--- config.mk ---
export PLATFORM = sky130hd
export DESIGN_NAME = rdma_resp_gen_top
export DESIGN_NICKNAME = d
export VERILOG_FILES = /design/src/verilog/rdma_resp_gen_pkg.sv /design/src/verilog/ipv4_hdr_checksum.sv /design/src/verilog/roce_hdr_builder.sv /design/src/verilog/axis_beat_serializer.sv /design/src/verilog/rd_wr_test_sequencer.sv /design/src/verilog/rdma_resp_gen_top.sv
export SDC_FILE = /design/constraint.sdc
export NUM_CORES = 1
export LEC_CHECK = 0
export BUFFER_PORTS_ARGS = -buffer_cell sky130_fd_sc_hd__buf_2
export CAP_MARGIN = 30
export CORE_AREA = 2 2 614 616
export CTS_BUF_LIST = sky130_fd_sc_hd__clkbuf_8
export CTS_CLUSTER_DIAMETER = 120
export DETAILED_ROUTE_END_ITERATION = 12
export DIE_AREA = 0 0 616 618
export GPL_TIMING_DRIVEN = 0
export PLACE_DENSITY_LB_ADDON = 0.08
export SLEW_MARGIN = 10
export SYNTH_ARGS = -nofsm -noshare
export SYNTH_HDL_FRONTEND = slang
export SYNTH_SLANG_ARGS = --single-unit
--- constraint.sdc ---
create_clock -name core_clk -period 7.8 [get_ports core_clk]
set_clock_uncertainty 0.1 [all_clocks]
set_input_delay 0.78 -clock core_clk [delete_from_list [all_inputs] [get_ports core_clk]]
set_output_delay 0.78 -clock core_clk [all_outputs]
set_load 0.01 [all_outputs]
--- src/verilog/rdma_resp_gen_pkg.sv ---
package rdma_resp_gen_pkg;

  // packet geometry
  localparam int HDR_BYTES        = 58;
  localparam int RD_PAYLOAD_BYTES = 256;
  localparam int RD_PKT_BYTES     = HDR_BYTES + RD_PAYLOAD_BYTES;
  localparam int ACK_PKT_BYTES    = HDR_BYTES;  // header only
  localparam int BEAT_BYTES       = 64;
  localparam int MAX_BEATS        = 5;

  typedef logic [MAX_BEATS*BEAT_BYTES*8-1:0] pkt_vec_t;  // byte 0 in lane 0
  typedef logic [HDR_BYTES*8-1:0]            hdr_vec_t;
  typedef logic [8:0]                        pkt_len_t;  // up to RD_PKT_BYTES

  typedef enum logic {
    PKT_RD_RESP = 1'b0,
    PKT_ACK     = 1'b1
  } pkt_kind_e;

  typedef logic [23:0] qpn_t;
  typedef logic [23:0] psn_t;
  typedef logic [47:0] mac_t;
  typedef logic [31:0] ipv4_t;

  // ethernet / ipv4
  localparam logic [15:0] ETH_TYPE_IPV4    = 16'h0800;
  localparam logic [7:0]  IP_VER_IHL       = 8'h45;
  localparam logic [7:0]  IP_TOS           = 8'hb8;
  localparam logic [15:0] IP_ID            = 16'h5555;
  localparam logic [15:0] IP_FLAGS         = 16'h4000;  // don't fragment
  localparam logic [7:0]  IP_TTL           = 8'hba;
  localparam logic [7:0]  IP_PROTO_UDP     = 8'h11;
  localparam logic [15:0] IP_TOTAL_LEN_RD  = 16'h0130;  // includes icrc
  localparam logic [15:0] IP_TOTAL_LEN_ACK = 16'h0030;

  // udp / bth
  localparam logic [15:0] UDP_SRC_PORT     = 16'h6851;
  localparam logic [15:0] UDP_DST_PORT     = 16'h12b7;  // rocev2
  localparam logic [7:0]  BTH_OPC_RD_RESP  = 8'h10;     // rd resp only
  localparam logic [7:0]  BTH_OPC_ACK      = 8'h11;
  localparam logic [15:0] BTH_PKEY         = 16'h666f;
  localparam logic [7:0]  BTH_RSVD         = 8'h05;

  // peer used when the qp is not in the table
  localparam logic [47:0] DEFAULT_PEER_MAC = 48'h16c450560f2e;
  localparam logic [31:0] DEFAULT_PEER_IP  = 32'h610c6007;

endpackage

--- src/verilog/ipv4_hdr_checksum.sv ---
`timescale 1ns/1ps

module ipv4_hdr_checksum (
  input  logic [15:0]              total_len_i,
  input  rdma_resp_gen_pkg::ipv4_t dst_ip_i,
  input  rdma_resp_gen_pkg::ipv4_t src_ip_i,
  output logic [15:0]              csum_o
);

  logic [19:0] sum;
  logic [16:0] fold1;
  logic [15:0] fold2;

  // checksum field itself counts as zero
  always_comb begin
    sum = {4'h0, rdma_resp_gen_pkg::IP_VER_IHL, rdma_resp_gen_pkg::IP_TOS}
        + {4'h0, total_len_i}
        + {4'h0, rdma_resp_gen_pkg::IP_ID}
        + {4'h0, rdma_resp_gen_pkg::IP_FLAGS}
        + {4'h0, rdma_resp_gen_pkg::IP_TTL, rdma_resp_gen_pkg::IP_PROTO_UDP}
        + {4'h0, src_ip_i[31:16]}
        + {4'h0, src_ip_i[15:0]}
        + {4'h0, dst_ip_i[31:16]}
        + {4'h0, dst_ip_i[15:0]};
  end

  assign fold1  = {1'b0, sum[15:0]} + {13'd0, sum[19:16]};
  // second fold cannot carry again
  assign fold2  = fold1[15:0] + {15'd0, fold1[16]};
  assign csum_o = ~fold2;

endmodule

--- src/verilog/roce_hdr_builder.sv ---
`timescale 1ns/1ps

module roce_hdr_builder #(
  parameter int NUM_QP  = 5,
  parameter int QP_BASE = 3
) (
  input  logic                         core_clk,
  input  logic                         core_aresetn,
  input  logic                         build_i,
  input  rdma_resp_gen_pkg::pkt_kind_e kind_i,
  input  rdma_resp_gen_pkg::qpn_t      qpn_i,
  input  rdma_resp_gen_pkg::psn_t      psn_i,
  input  rdma_resp_gen_pkg::mac_t      src_mac_i,
  input  rdma_resp_gen_pkg::ipv4_t     src_ip_i,
  input  rdma_resp_gen_pkg::mac_t      qp_dest_mac_i [NUM_QP],
  input  rdma_resp_gen_pkg::ipv4_t     qp_dest_ip_i [NUM_QP],
  output rdma_resp_gen_pkg::hdr_vec_t  hdr_o
);

  rdma_resp_gen_pkg::mac_t     peer_mac;
  rdma_resp_gen_pkg::ipv4_t    peer_ip;
  logic [15:0]                 total_len;
  logic [15:0]                 udp_len;
  logic [7:0]                  opcode;
  logic [15:0]                 ip_csum;
  rdma_resp_gen_pkg::hdr_vec_t hdr_wire;  // wire order, byte 0 at the top

  function automatic rdma_resp_gen_pkg::hdr_vec_t swap_bytes(
    input rdma_resp_gen_pkg::hdr_vec_t v
  );
    rdma_resp_gen_pkg::hdr_vec_t r;
    for (int b = 0; b < rdma_resp_gen_pkg::HDR_BYTES; b++) begin
      r[b*8 +: 8] = v[(rdma_resp_gen_pkg::HDR_BYTES-1-b)*8 +: 8];
    end
    return r;
  endfunction

  // qp table lookup, table entry 0 is QP_BASE
  always_comb begin
    peer_mac = rdma_resp_gen_pkg::DEFAULT_PEER_MAC;
    peer_ip  = rdma_resp_gen_pkg::DEFAULT_PEER_IP;
    for (int i = 0; i < NUM_QP; i++) begin
      if (qpn_i == rdma_resp_gen_pkg::qpn_t'(QP_BASE + i)) begin
        peer_mac = qp_dest_mac_i[i];
        peer_ip  = qp_dest_ip_i[i];
      end
    end
  end

  always_comb begin
    if (kind_i == rdma_resp_gen_pkg::PKT_RD_RESP) begin
      opcode    = rdma_resp_gen_pkg::BTH_OPC_RD_RESP;
      total_len = rdma_resp_gen_pkg::IP_TOTAL_LEN_RD;
    end else begin
      opcode    = rdma_resp_gen_pkg::BTH_OPC_ACK;
      total_len = rdma_resp_gen_pkg::IP_TOTAL_LEN_ACK;
    end
  end

  assign udp_len = total_len - 16'd20;  // minus ipv4 header

  ipv4_hdr_checksum i_csum (
    .total_len_i (total_len),
    .dst_ip_i    (peer_ip),
    .src_ip_i    (src_ip_i),
    .csum_o      (ip_csum)
  );

  // eth | ipv4 | udp | bth | aeth (zero)
  assign hdr_wire = {
    peer_mac, src_mac_i, rdma_resp_gen_pkg::ETH_TYPE_IPV4,
    rdma_resp_gen_pkg::IP_VER_IHL, rdma_resp_gen_pkg::IP_TOS, total_len,
    rdma_resp_gen_pkg::IP_ID, rdma_resp_gen_pkg::IP_FLAGS,
    rdma_resp_gen_pkg::IP_TTL, rdma_resp_gen_pkg::IP_PROTO_UDP, ip_csum,
    src_ip_i, peer_ip,
    rdma_resp_gen_pkg::UDP_SRC_PORT, rdma_resp_gen_pkg::UDP_DST_PORT, udp_len, 16'h0000,
    opcode, 8'h00, rdma_resp_gen_pkg::BTH_PKEY,
    rdma_resp_gen_pkg::BTH_RSVD, qpn_i,
    8'h00, psn_i,
    32'h0000_0000
  };

  always_ff @(posedge core_clk or negedge core_aresetn) begin
    if (!core_aresetn) begin
      hdr_o <= '0;
    end else if (build_i) begin
      hdr_o <= swap_bytes(hdr_wire);
    end
  end

endmodule

--- src/verilog/axis_beat_serializer.sv ---
`timescale 1ns/1ps

module axis_beat_serializer #(
  parameter int DATA_WIDTH = 512
) (
  input  logic                        core_clk,
  input  logic                        core_aresetn,
  input  logic                        start_i,
  input  rdma_resp_gen_pkg::pkt_vec_t pkt_i,
  input  rdma_resp_gen_pkg::pkt_len_t len_i,
  output logic [DATA_WIDTH-1:0]       tx_tdata_o,
  output logic [DATA_WIDTH/8-1:0]     tx_tkeep_o,
  output logic                        tx_tvalid_o,
  output logic                        tx_tlast_o,
  output logic                        pkt_end_o
);

  localparam int BEAT_B = DATA_WIDTH / 8;

  rdma_resp_gen_pkg::pkt_vec_t pkt_q;
  rdma_resp_gen_pkg::pkt_vec_t cur_pkt;
  rdma_resp_gen_pkg::pkt_len_t rem_q;
  rdma_resp_gen_pkg::pkt_len_t cur_len;
  logic                        busy;
  logic [BEAT_B-1:0]           last_keep;

  // start bypasses the latch so the first beat is not delayed
  assign cur_pkt = start_i ? pkt_i : pkt_q;
  assign cur_len = start_i ? len_i : rem_q;

  always_comb begin
    for (int i = 0; i < BEAT_B; i++) begin
      last_keep[i] = (i < cur_len);  // low bytes of the tail beat
    end
  end

  always_ff @(posedge core_clk) begin
    if (start_i || busy) begin
      pkt_q <= cur_pkt >> DATA_WIDTH;
    end
  end

  always_ff @(posedge core_clk or negedge core_aresetn) begin
    if (!core_aresetn) begin
      busy        <= 1'b0;
      rem_q       <= '0;
      tx_tdata_o  <= '0;
      tx_tkeep_o  <= '0;
      tx_tvalid_o <= 1'b0;
      tx_tlast_o  <= 1'b0;
    end else if (start_i || busy) begin
      tx_tdata_o  <= cur_pkt[DATA_WIDTH-1:0];
      tx_tvalid_o <= 1'b1;
      if (cur_len > rdma_resp_gen_pkg::pkt_len_t'(BEAT_B)) begin
        tx_tkeep_o <= '1;
        tx_tlast_o <= 1'b0;
        rem_q      <= cur_len - rdma_resp_gen_pkg::pkt_len_t'(BEAT_B);
        busy       <= 1'b1;
      end else begin
        tx_tkeep_o <= last_keep;
        tx_tlast_o <= 1'b1;
        rem_q      <= '0;
        busy       <= 1'b0;
      end
    end else begin
      tx_tkeep_o  <= '0;
      tx_tvalid_o <= 1'b0;
      tx_tlast_o  <= 1'b0;
    end
  end

  assign pkt_end_o = tx_tvalid_o & tx_tlast_o;

endmodule

--- src/verilog/rd_wr_test_sequencer.sv ---
`timescale 1ns/1ps

module rd_wr_test_sequencer #(
  parameter int NUM_RD_PKT = 8,
  parameter int NUM_WR_PKT = 8,
  parameter int GAP_CYCLES = 256
) (
  input  logic                                          core_clk,
  input  logic                                          core_aresetn,
  input  logic                                          conf_of_reg_done_i,
  input  logic [rdma_resp_gen_pkg::BEAT_BYTES*8-1:0]    wqe_tdata_i,
  input  logic                                          wqe_tvalid_i,
  input  logic                                          wqe_tlast_i,
  input  logic                                          pkt_end_i,
  output logic                                          post_rd_wqe_o,
  output logic                                          post_wr_wqe_o,
  output logic                                          build_o,
  output logic                                          start_o,
  output rdma_resp_gen_pkg::pkt_kind_e                  kind_o,
  output rdma_resp_gen_pkg::qpn_t                       qpn_o,
  output rdma_resp_gen_pkg::psn_t                       psn_o,
  output logic [15:0]                                   pkt_idx_o,
  output rdma_resp_gen_pkg::pkt_len_t                   len_o,
  output logic                                          rd_path_done_o,
  output logic                                          wr_path_done_o
);

  localparam int GAP_W = $clog2(GAP_CYCLES + 1);

  typedef enum logic [2:0] {
    S_IDLE, S_POST, S_WQE, S_BUILD, S_SEND, S_GAP, S_DONE
  } state_e;

  state_e           state;
  logic             wqe_first;  // next valid beat is the descriptor head
  logic [GAP_W-1:0] gap_cnt;
  logic [15:0]      pkt_cnt;

  assign pkt_idx_o = pkt_cnt;
  assign len_o     = (kind_o == rdma_resp_gen_pkg::PKT_RD_RESP) ?
                     rdma_resp_gen_pkg::pkt_len_t'(rdma_resp_gen_pkg::RD_PKT_BYTES) :
                     rdma_resp_gen_pkg::pkt_len_t'(rdma_resp_gen_pkg::ACK_PKT_BYTES);

  // qp in bytes 47..49, psn in 51..53, msb first
  always_ff @(posedge core_clk) begin
    if (state == S_WQE && wqe_tvalid_i && wqe_first) begin
      qpn_o <= {wqe_tdata_i[47*8 +: 8], wqe_tdata_i[48*8 +: 8], wqe_tdata_i[49*8 +: 8]};
      psn_o <= {wqe_tdata_i[51*8 +: 8], wqe_tdata_i[52*8 +: 8], wqe_tdata_i[53*8 +: 8]};
    end
  end

  always_ff @(posedge core_clk or negedge core_aresetn) begin
    if (!core_aresetn) begin
      state          <= S_IDLE;
      kind_o         <= rdma_resp_gen_pkg::PKT_RD_RESP;
      wqe_first      <= 1'b0;
      gap_cnt        <= '0;
      pkt_cnt        <= '0;
      post_rd_wqe_o  <= 1'b0;
      post_wr_wqe_o  <= 1'b0;
      build_o        <= 1'b0;
      start_o        <= 1'b0;
      rd_path_done_o <= 1'b0;
      wr_path_done_o <= 1'b0;
    end else begin
      post_rd_wqe_o <= 1'b0;
      post_wr_wqe_o <= 1'b0;
      build_o       <= 1'b0;
      start_o       <= 1'b0;
      case (state)
        S_IDLE: begin
          if (conf_of_reg_done_i) state <= S_POST;
        end
        S_POST: begin
          if (conf_of_reg_done_i) begin
            post_rd_wqe_o <= (kind_o == rdma_resp_gen_pkg::PKT_RD_RESP);
            post_wr_wqe_o <= (kind_o == rdma_resp_gen_pkg::PKT_ACK);
            wqe_first     <= 1'b1;
            state         <= S_WQE;
          end
        end
        S_WQE: begin
          if (wqe_tvalid_i) begin
            wqe_first <= 1'b0;
            if (wqe_tlast_i) begin
              build_o <= 1'b1;
              state   <= S_BUILD;
            end
          end
        end
        S_BUILD: begin  // header registers this cycle
          start_o <= 1'b1;
          state   <= S_SEND;
        end
        S_SEND: begin
          if (pkt_end_i) begin
            pkt_cnt <= pkt_cnt + 16'd1;
            gap_cnt <= '0;
            state   <= S_GAP;
          end
        end
        S_GAP: begin
          if (gap_cnt == GAP_W'(GAP_CYCLES - 1)) begin
            state <= S_POST;
            if (kind_o == rdma_resp_gen_pkg::PKT_RD_RESP && pkt_cnt == 16'(NUM_RD_PKT)) begin
              rd_path_done_o <= 1'b1;  // switch to write phase
              kind_o         <= rdma_resp_gen_pkg::PKT_ACK;
              pkt_cnt        <= '0;
            end else if (kind_o == rdma_resp_gen_pkg::PKT_ACK &&
                         pkt_cnt == 16'(NUM_WR_PKT)) begin
              wr_path_done_o <= 1'b1;
              state          <= S_DONE;
            end
          end else begin
            gap_cnt <= gap_cnt + 1'b1;
          end
        end
        S_DONE: state <= S_DONE;
        default: state <= S_IDLE;
      endcase
    end
  end

endmodule

--- src/verilog/rdma_resp_gen_top.sv ---
`timescale 1ns/1ps

module rdma_resp_gen_top #(
  parameter int DATA_WIDTH = 512,
  parameter int NUM_QP     = 5,
  parameter int QP_BASE    = 3,
  parameter int NUM_RD_PKT = 8,
  parameter int NUM_WR_PKT = 8,
  parameter int GAP_CYCLES = 256
) (
  input  logic                                       core_clk,
  input  logic                                       core_aresetn,
  input  logic                                       conf_of_reg_done_i,
  input  rdma_resp_gen_pkg::mac_t                    src_mac_i,
  input  rdma_resp_gen_pkg::ipv4_t                   src_ip_i,
  input  rdma_resp_gen_pkg::mac_t                    qp_dest_mac_i [NUM_QP],
  input  rdma_resp_gen_pkg::ipv4_t                   qp_dest_ip_i [NUM_QP],
  input  logic [rdma_resp_gen_pkg::BEAT_BYTES*8-1:0] wqe_tdata_i,
  input  logic                                       wqe_tvalid_i,
  input  logic                                       wqe_tlast_i,
  output logic [DATA_WIDTH-1:0]                      tx_tdata_o,
  output logic [DATA_WIDTH/8-1:0]                    tx_tkeep_o,
  output logic                                       tx_tvalid_o,
  output logic                                       tx_tlast_o,
  output logic                                       post_rd_wqe_o,
  output logic                                       post_wr_wqe_o,
  output logic                                       rd_path_done_o,
  output logic                                       wr_path_done_o
);

  localparam int PAD_BITS = (rdma_resp_gen_pkg::MAX_BEATS * rdma_resp_gen_pkg::BEAT_BYTES
                            - rdma_resp_gen_pkg::RD_PKT_BYTES) * 8;

  logic                                            build;
  logic                                            start;
  logic                                            pkt_end;
  rdma_resp_gen_pkg::pkt_kind_e                    kind;
  rdma_resp_gen_pkg::qpn_t                         qpn;
  rdma_resp_gen_pkg::psn_t                         psn;
  logic [15:0]                                     pkt_idx;
  rdma_resp_gen_pkg::pkt_len_t                     len;
  rdma_resp_gen_pkg::hdr_vec_t                     hdr;
  logic [7:0]                                      pat_byte;
  logic [rdma_resp_gen_pkg::RD_PAYLOAD_BYTES*8-1:0] payload;
  rdma_resp_gen_pkg::pkt_vec_t                     pkt_img;

  assign pat_byte = {4'h1, pkt_idx[3:0] + 4'd1};  // wraps mod 16
  assign payload  = (kind == rdma_resp_gen_pkg::PKT_RD_RESP) ?
                    {rdma_resp_gen_pkg::RD_PAYLOAD_BYTES{pat_byte}} : '0;
  assign pkt_img  = {{PAD_BITS{1'b0}}, payload, hdr};

  rd_wr_test_sequencer #(
    .NUM_RD_PKT (NUM_RD_PKT),
    .NUM_WR_PKT (NUM_WR_PKT),
    .GAP_CYCLES (GAP_CYCLES)
  ) i_seq (
    .core_clk           (core_clk),
    .core_aresetn       (core_aresetn),
    .conf_of_reg_done_i (conf_of_reg_done_i),
    .wqe_tdata_i        (wqe_tdata_i),
    .wqe_tvalid_i       (wqe_tvalid_i),
    .wqe_tlast_i        (wqe_tlast_i),
    .pkt_end_i          (pkt_end),
    .post_rd_wqe_o      (post_rd_wqe_o),
    .post_wr_wqe_o      (post_wr_wqe_o),
    .build_o            (build),
    .start_o            (start),
    .kind_o             (kind),
    .qpn_o              (qpn),
    .psn_o              (psn),
    .pkt_idx_o          (pkt_idx),
    .len_o              (len),
    .rd_path_done_o     (rd_path_done_o),
    .wr_path_done_o     (wr_path_done_o)
  );

  roce_hdr_builder #(
    .NUM_QP  (NUM_QP),
    .QP_BASE (QP_BASE)
  ) i_hdr (
    .core_clk      (core_clk),
    .core_aresetn  (core_aresetn),
    .build_i       (build),
    .kind_i        (kind),
    .qpn_i         (qpn),
    .psn_i         (psn),
    .src_mac_i     (src_mac_i),
    .src_ip_i      (src_ip_i),
    .qp_dest_mac_i (qp_dest_mac_i),
    .qp_dest_ip_i  (qp_dest_ip_i),
    .hdr_o         (hdr)
  );

  axis_beat_serializer #(
    .DATA_WIDTH (DATA_WIDTH)
  ) i_ser (
    .core_clk     (core_clk),
    .core_aresetn (core_aresetn),
    .start_i      (start),
    .pkt_i        (pkt_img),
    .len_i        (len),
    .tx_tdata_o   (tx_tdata_o),
    .tx_tkeep_o   (tx_tkeep_o),
    .tx_tvalid_o  (tx_tvalid_o),
    .tx_tlast_o   (tx_tlast_o),
    .pkt_end_o    (pkt_end)
  );

endmodule

==> results.txt, run 1 <==
The slack of the critical path was -0.908 ns. The starting density of the core is 0.0865, and the clock period minus final worst setup slack is 8.71 ns. Across the run, the number of max-cap violations was 0. The routed wire length is 261000 µm. The kind of capture point of the worst setup path was a register. At the later pin of the worst-skew pair, clock insertion delay measures 0.99 ns. In this run the vertical extent of the chip is 618 µm. The analysis attributes to cell leakage a power of 23.2 nW. After the flow finishes, the layout carries non-filler instances totaling 9995.

The tools report the post-route DRC violation count as 0. The flow ran to the end, but the final reports show violations. TritonCTS built the clock tree. The root buffer selected by CTS is sky130_fd_sc_hd__clkbuf_8.

The unique cell type count in the Yosys netlist is 71. Required time reported for the critical path endpoint: 8.47 ns. The cell type of the slowest stage on the worst timing path is sky130_fd_sc_hd__fa_1.

The first global-routing pass estimated 335000 µm of wire. The share of total power consumed by net switching was 0.423; the highest ir drop seen on vdd was 0.000102 V. The final reports fail on negative setup slack. The number of pins with negative max-slew slack in the final report is 0, and the count of yosys warnings during synthesis is 0.

The logs give 213000 µm for the estimated wirelength of the detail-placed design and 0 for the remaining number of nets flagged by the antenna check after routing. For this design the top-level I/O count stands at 1579. The biggest fanout along the worst timing path is 7. The power per unit of standard cell area was 332 nW/µm²; the relative max-transition margin was 0.282. The most frequent cell after synthesis is sky130_fd_sc_hd__dfrtp_1. Summing over every cut layer, the via total after detailed routing is 30.8k.

For the proportion of synthesized chip area in sequential cells, the log shows 0.512. The critical path class was register to register. The total area inside the core boundary comes to 374000 µm².

In this run the cell area of the synthesized design comes to 32300 µm². STA classifies the critical path startpoint as a register. In the synthesized netlist, the number of instances is 3264.

The count of buffers added on input and output ports is 1024. The number of sinks driven by the clock tree is 648. The class of the tightest hold or removal check was primary input to register. Setup violations remaining at the end of the flow were counted as 15. The top cell type's share of synthesized area works out to 0.449. Setup repair after global routing could not meet its margin everywhere. For the fraction of power consumed by the clock network, the log shows 0.262. Of all cell types, the one taking the most synthesized area is sky130_fd_sc_hd__dfrtp_1.

Timing would allow up to 0.115 GHz. The proportion of layout cells with a drive suffix above 1 is 0.411, and the via density per instance is 3.08. The congestion estimate from routability-driven global placement came to 0.752. Before CTS, the worst setup slack after placement is -3.90 ns.

Number of DRC markers after the initial detailed-route iteration: 1432. The x dimension of the die was 616 µm; the number of global-route vias before repair was 32.8k. The synthesized design contains 68 enable-type register cells.

The share of total power in combinational logic came out at 0.414. The number of search-and-repair iterations in the first detailed-routing pass was 6; the portion of total power attributed to sequential cells was 0.324. Largest net degree at the start of global routing: 80.

Share of async-settable or async-resettable flops after synthesis: 0.895. By area the synthesized netlist is led by sky130_fd_sc_hd__dfrtp_1, sky130_fd_sc_hd__edfxtp_1, sky130_fd_sc_hd__buf_4. The analysis attributes to net switching a power of 7.30 mW. After synthesis the netlist holds a flip-flop and latch count of 648.

Worst stage delay on the critical path: 0.51 ns. Clock tree synthesis inserted a total of 163 buffers. Relative to the synthesized area, the layout overhead comes to 60.7%. The logs give 4 for the maximum root-to-sink buffer count and 0 for the residual overflow from global routing. After clock tree synthesis, the clock-pin slew on the worst setup and hold paths is 0.06 ns. Post-synthesis average cell area: 9.91 µm². Internal power comes to 9.97 mW. The run gives 0.133 as the global-route usage over all layers. The cell occurring most often along the worst timing path was sky130_fd_sc_hd__nor4_4. For the number of antenna violations at the first check in global routing, the log shows 87. The most used flip-flop cell after synthesis is sky130_fd_sc_hd__dfrtp_1. The H-tree was split into 4 levels. The commonest cells after synthesis are sky130_fd_sc_hd__dfrtp_1, sky130_fd_sc_hd__nand2_1, sky130_fd_sc_hd__o21ai_0. The final critical-path share of the clock period was 1.12. For the pin with the worst max-slew slack, the measured transition is 1.08 ns. At the end of the flow, the number of nets in the layout was 5929. STA puts the critical path data arrival time at 9.37 ns. The run gives 0 as the hold violation count in the final report. In this run, placement finished with an instance count of 9453. The final routed wire length divided by cell count was 26.2 µm; the area of the die was 381000 µm².

The floorplan has 225 rows.
==> power groups by stage <==
| stage | Combinational (mW) | Sequential (mW) | Clock (mW) |
|---|---|---|---|
| floorplan | 3.17 | 5.62 | 0 |
| global placement | 7.09 | 5.73 | 0 |
| detailed placement | 7.21 | 5.71 | 0 |
| CTS | 7.41 | 5.67 | 4.84 |
| global route | 7.88 | 5.80 | 4.95 |
| finish | 7.14 | 5.60 | 4.53 |
==> critical path, delay by kind of cell (launching register included) <==
family          cells  cell delay (ns)
simple gates       12             2.31
fa+ha+maj           6             2.22
compound gates      9             1.65
buf+inv             8             1.17
flops               1             0.42
xor+xnor            2             0.32
mux                 1             0.28
==> sequential cells by signal, summed over array words and instances (netlist names), 3 cells and up <==
signal and count:
i_seq.state 3, i_ser.pkt_q 20, i_ser.rem_q 9, i_seq.qpn_o 24, i_seq.psn_o 24, i_seq.gap_cnt 9
i_ser.tx_tdata_o 242, i_hdr.hdr_o 227, i_seq.pkt_idx_o 16, i_ser.tx_tkeep_o 64
==> metrics by stage <==
step	area [µm²]	util	power [mW]	setup TNS (ns)	hold slack [ns]
after floorplan	32800	-	8.79	0	0.346
after global placement	44200	0.118	12.8	-5957.09	0.363
after detailed placement	45500	0.122	12.9	-49.49	0.362
after CTS	51600	0.138	17.9	-12.12	0.00525
after global routing	52000	0.139	18.6	-16.07	0.0649
final	52000	0.139	17.3	-8.34	0.172
==> worst paths after layout <==
path | to | slack [ns] | startpoint | cells past startpoint
min in group asynchronous | i_ser.tx_tdata_o[421]$_DFFE_PN0P_ | 0.23 | core_aresetn | 2
max in group asynchronous | i_ser.tx_tdata_o[46]$_DFFE_PN0P_ | 5.11 | core_aresetn | 6
worst min register to register | i_ser.tx_tdata_o[88]$_DFFE_PN0P_ | 0.33 | i_hdr.hdr_o[88]$_DFFE_PN0P_ | 2
worst min-delay path | i_hdr.hdr_o[17]$_DFFE_PN0P_ | 0.17 | qp_dest_mac_i[73] | 3
worst max register to register | i_hdr.hdr_o[196]$_DFFE_PN0P_ | -0.91 | i_seq.qpn_o[16]$_DFFE_PP_ | 38
worst max-delay path | i_hdr.hdr_o[196]$_DFFE_PN0P_ | -0.91 | i_seq.qpn_o[16]$_DFFE_PP_ | 38
==> kinds of logic after synthesis <==
logic type,after synthesis,share of synthesized area
and+or+nand+nor,865,0.120
AOI/OAI and AO/OA,843,0.152
DFF,648,0.512
buffers and inverters,590,0.100
muxes,189,0.0651
adders and majority gates,77,0.0379
xor gates and xnor gates,51,0.0138
other,1,0.000116
==> layout by cell type (no fill, tap or decap), drive strengths merged, types with 21 or more instances in the layout <==
cell / netlist / final
buf: 290 / 1479
dfrtp: 580 / 580
nand2: 419 / 419
clkbuf: 195 / 387
o21ai: 321 / 321
a21oi: 274 / 274
nor2: 198 / 198
mux2: 172 / 172
inv: 105 / 166
dlygate4sd3: 0 / 151
nand2b: 99 / 99
conb: 1 / 90
edfxtp: 68 / 68
ha: 42 / 42
a31oi: 40 / 40
o22ai: 38 / 38
fa: 35 / 35
o221ai: 34 / 34
xnor2: 34 / 34
a22oi: 29 / 29
diode: 0 / 27
nor2b: 25 / 25
nand3: 21 / 21
==> area by class of cell <==
cell class	count	area (µm²)
clock buffer	196	2700
fill	42900	322000
buffer	481	3190
antenna	27	67.6
clock inverter	88	562
sequential	648	16600
tap	4994	6250
timing repair buffer	1341	8650
multi-input combinational	2115	13600
inverter	105	394
==> per-layer routing <==
layer  track usage  wire length (µm)  up-vias
met1         0.161            110000    15300
met3        0.0310             14400      293
met2         0.233            129000      969
met5             0               142        -
li1              -                 -    14100
met4        0.0426              8130       22
==> what timing repair did <==
action / CTS / global route
gates resized for setup: 165 / 27
hold buffers: 151 / 0
setup endpoints to repair: 16 / 16
setup buffers: 61 / 20
pin swaps: 60 / 21
endpoints found under the hold margin: 227 / 0
gates cloned: 1 / 0
No activity file was read; power rests on OpenSTA's default activity.
==> run 2: changes to the inputs <==
==> constraint.sdc (replaced) <==
create_clock -name core_clk -period 8.4 [get_ports core_clk]
set_clock_uncertainty 0.1 [all_clocks]
set_input_delay 0.84 -clock core_clk [delete_from_list [all_inputs] [get_ports core_clk]]
set_output_delay 0.84 -clock core_clk [all_outputs]
set_load 0.01 [all_outputs]
==> run 2 against run 1 <==
Against the previous run: the run still ends with negative setup slack left; flip-flop and latch count unchanged; sequential power shrank 7.5%; via count hardly changed; cell count shrank 0.39%; first-iteration DRC count is 1.3% higher; worst setup slack improved by 0.44 ns; combinational power down 7.3%; die area stayed put; global-route usage rose by 0.094 points; non-clock buffer count fell by 40; design area shrank 1.0%; largest power group unchanged.
==> results.txt, run 2 (synthesized netlist as in run 1, its figures left out) <==
The run finished, with violations left. The final reports fail on negative setup slack. For the number of sinks driven by the clock tree, the log shows 648 (unchanged). The register with the most flip-flops in the final layout is i_ser.tx_tdata_o. The number of global-route vias before repair was 32.2k (-1.7%).

Most common library cell in the layout ignoring fill and taps: sky130_fd_sc_hd__buf_2. The post-layout utilization of the core came out at 0.138 (-0.00143). The run gives 0 (unchanged) as the residual overflow from global routing.

The power per unit of standard cell area was 310 nW/µm² (-6.7%). Share of total power consumed by net switching: 0.428 (+0.00513). The via density per instance is 3.09 (+0.46%). The growth of design area from synthesis to finish was 59.1%; the remaining number of nets flagged by the antenna check after routing was 0 (unchanged). The run gives 9.09 ns (+0.62 ns) as the required time reported for the critical path endpoint. The relative max-transition margin is 0.348 (+0.0658). The run gives 9439 (-0.15%) as the placed cell count. Critical path class: register to register. The biggest fanout along the worst timing path came out at 6 (-1). The run gives -0.472 ns (+0.436 ns) as the slack of the critical path.

The kind of capture point of the worst setup path is a register. In this run the critical register-to-register path is launched from i_seq.qpn_o[6]$_DFFE_PP_. The run gives 9.12 mW (-8.5%) as the internal cell power.

The run gives 5891 (-0.64%) as the net count reported at finish. The number of DRC markers after the initial detailed-route iteration is 1450 (+1.3%), and the fraction of power consumed by the clock network is 0.259 (-0.003). The final-report setup violation count was 10 (-5); the height of the die was 618 µm (unchanged). The starting density of the core is 0.0865 (unchanged), and the highest achievable clock rate is 0.113 GHz (-1.9%).

Final routed wire length divided by cell count: 26.5 µm (+1.2%). The instance count along the most critical hold path is 2 (-1). Startpoint type of the worst setup path: a register.

The count of cells along the worst register-to-register path was 41 (+7.9%). The count of buffers from port buffering was 1024 (unchanged); the clock input transition at the sequential cells of the worst setup and hold paths was 0.06 ns (about the same). The run gives 9956 (-0.39%) as the non-filler instance count after layout.

For the highest ir drop seen on vdd, the log shows 0.000115 V (+14%). The top-level I/O count came out at 1579 (unchanged). The tools report the wire length on met3 as 14400 µm (about the same). The logs give 165 (+1.2%) for the number of clock buffers inserted by TritonCTS and 30.8k (+0.071%) for the number of vias in the routed layout. The cell occurring most often along the worst timing path is sky130_fd_sc_hd__nor4_4. Among all stages on the critical path, the largest delay is contributed by sky130_fd_sc_hd__fa_2. The logs give 0 (unchanged) for the post-route DRC violation count and -0.47 ns (+0.44 ns) for the worst setup slack for register-to-register paths. The source-to-sink clock delay at the later pin of the worst-skew pair was 1.01 ns (+0.02 ns). The tools report the count of maximum capacitance violations as 0 (unchanged).

For the met2 routed wirelength, the log shows 133000 µm (+3.2%). The proportion of layout cells with a drive suffix above 1 was 0.412 (+0.00103). The destination of the worst hold path was i_hdr.hdr_o[213]$_DFFE_PN0P_. The final critical-path share of the clock period is 1.06 (-0.0602), and the actual transition at the worst max-transition pin is 0.978 ns (-0.0987 ns). For the hold violation count in the final report, the log shows 0 (unchanged). The final weighted congestion in routability-driven placement was 0.770 (+2.4%); the layout filler cell count was 42.9k (-0.17%). The minimum setup slack after placement is -4.43 ns (-0.523 ns), and the estimated wirelength of the detail-placed design is 215000 µm (+0.82%). Maximum root-to-sink buffer count: 4 (unchanged).

The area of the die was 381000 µm² (unchanged). The top cell types in the final layout, fill and taps aside, are sky130_fd_sc_hd__buf_2, sky130_fd_sc_hd__dfrtp_1, sky130_fd_sc_hd__nand2_1, sky130_fd_sc_hd__buf_4, sky130_fd_sc_hd__o21ai_0. The logs give 0.415 (about the same) for the share of total power in combinational logic and 110 (+26%) for the number of antenna violations at the first check in global routing.

The clock period minus final worst setup slack was 8.87 ns (+0.164 ns); the largest net degree at the start of global routing was 88 (+10%). The overall power consumption is 15.9 mW (-7.7%). The count of buffering cells on the critical path with inverters included is 8 (unchanged), and the routed length on met1 is 110000 µm (+0.33%). The tools report the deepest level of the CTS H-tree as 4 (unchanged).

Placeable core region: 374000 µm² (unchanged). The wire length of the first global-routing pass was 337000 µm (+0.59%). The tools report the number of search-and-repair iterations in the first detailed-routing pass as 5 (-1).

Clock tree synthesis selected as its root buffer the cell sky130_fd_sc_hd__clkbuf_8. The largest registers in the layout are i_ser.tx_tdata_o (242), i_hdr.hdr_o (227), i_ser.tx_tkeep_o (64). TritonCTS built the clock tree. Worst min-delay path startpoint: src_ip_i[29]. The final-layout setup total negative slack is -3.03 ns (+5.31 ns), and the flip-flop count of the largest register, all copies and words added is 242 (unchanged).

The tools report the number of pins with negative max-slew slack in the final report as 0 (unchanged). The dominant delay contributor by cell family on the critical path is simple AND/OR/NAND/NOR gates. Worst stage delay on the critical path: 0.61 ns (+0.10 ns). The power spent charging and discharging nets came out at 6.82 mW (-6.6%). The tools report the leakage power of the design as 22.9 nW (-1.2%). The arrival time at the worst endpoint was 9.56 ns (+0.19 ns). The site row count was 225 (unchanged). The capturing point of the worst reg2reg path was i_hdr.hdr_o[198]$_DFFE_PN0P_.

Signal routing reaches up to met5. The class of the tightest hold or removal check is primary input to register. The logs give 0.325 (about the same) for the portion of total power attributed to sequential cells and 0.134 (+0.000943) for the global-route usage over all layers. Setup repair after global routing could not meet its margin everywhere. X dimension of the die: 616 µm (unchanged). For the routed wire length, the log shows 263000 µm (+0.79%).
[run 2: changes by cell type in the layout (fill, tap and decap cells not counted), sizes merged]
| cell | before | now |
|---|---|---|
| buf | 1479 | 1455 |
| clkbuf | 387 | 370 |
| clkinv | 17 | 34 |
| dlygate4sd3 | 151 | 140 |
| inv | 166 | 160 |
| diode | 27 | 32 |
| clkinvlp | 4 | 2 |
| clkdlybuf4s18 | 1 | 0 |
[run 2: cell type report]
cell class | count | area (µm²) | share of cell area
sequential | 648 | 16600 | 0.322
clock buffer | 183 | 2520 | 0.0489
timing repair buffer | 1303 | 8300 | 0.161
buffer | 479 | 3100 | 0.0603
clock inverter | 97 | 643 | 0.0125
multi-input combinational | 2115 | 13600 | 0.265
antenna | 32 | 80.1 | 0.00156
inverter | 105 | 397 | 0.00771
tap | 4994 | 6250 | 0.121
[run 2: what timing repair did]
action	4_1_cts	5_1_grt
pin swaps	58	50
gates cloned	0	0
hold buffers	140	0
endpoints found under the hold margin	191	0
resized for setup	180	39
endpoints found under the setup margin	16	14
buffers inserted	54	17
[run 2: worst max-delay path by stage]
stage	from	endpoint	slack (ns)	cells past startpoint
after floorplan	i_seq.qpn_o[22]$_DFFE_PP_	i_hdr.hdr_o[196]$_DFFE_PN0P_	0.05	39
after global placement	core_aresetn	i_ser.tx_tdata_o[62]$_DFFE_PN0P_	-10.06	1
after detailed placement	i_seq.qpn_o[8]$_DFFE_PP_	i_hdr.hdr_o[196]$_DFFE_PN0P_	-4.43	39
after CTS	i_seq.qpn_o[19]$_DFFE_PP_	i_hdr.hdr_o[198]$_DFFE_PN0P_	-0.65	42
after global routing	i_seq.qpn_o[3]$_DFFE_PP_	i_hdr.hdr_o[198]$_DFFE_PN0P_	-1.03	40
final	i_seq.qpn_o[6]$_DFFE_PP_	i_hdr.hdr_o[198]$_DFFE_PN0P_	-0.47	41
[run 2: metrics by stage]
step / instance area (µm²) / hold WS (ns)
6_report: 51500 / 0.149
5_1_grt: 51400 / 0.0551
4_1_cts: 51000 / 0.000399
3_5_place_dp: 45300 / 0.365
3_3_place_gp: 44100 / 0.361
2_1_floorplan: 32700 / 0.346
[run 2: layer usage]
layer	vias to the layer above	track usage
li1	14100	-
met1	15400	0.163
met2	997	0.241
met3	309	0.0277
met4	26	0.0310
met5	-	0
[run 2: power groups by stage]
stage                     registers [mW]  clock network, mW  logic (mW)
after floorplan                     5.22                  0        2.93
after global placement              5.29                  0        6.58
after detailed placement            5.29                  0        6.65
after CTS                           5.25               4.42        6.86
after global routing                5.35               4.52        7.29
final                               5.18               4.14        6.62
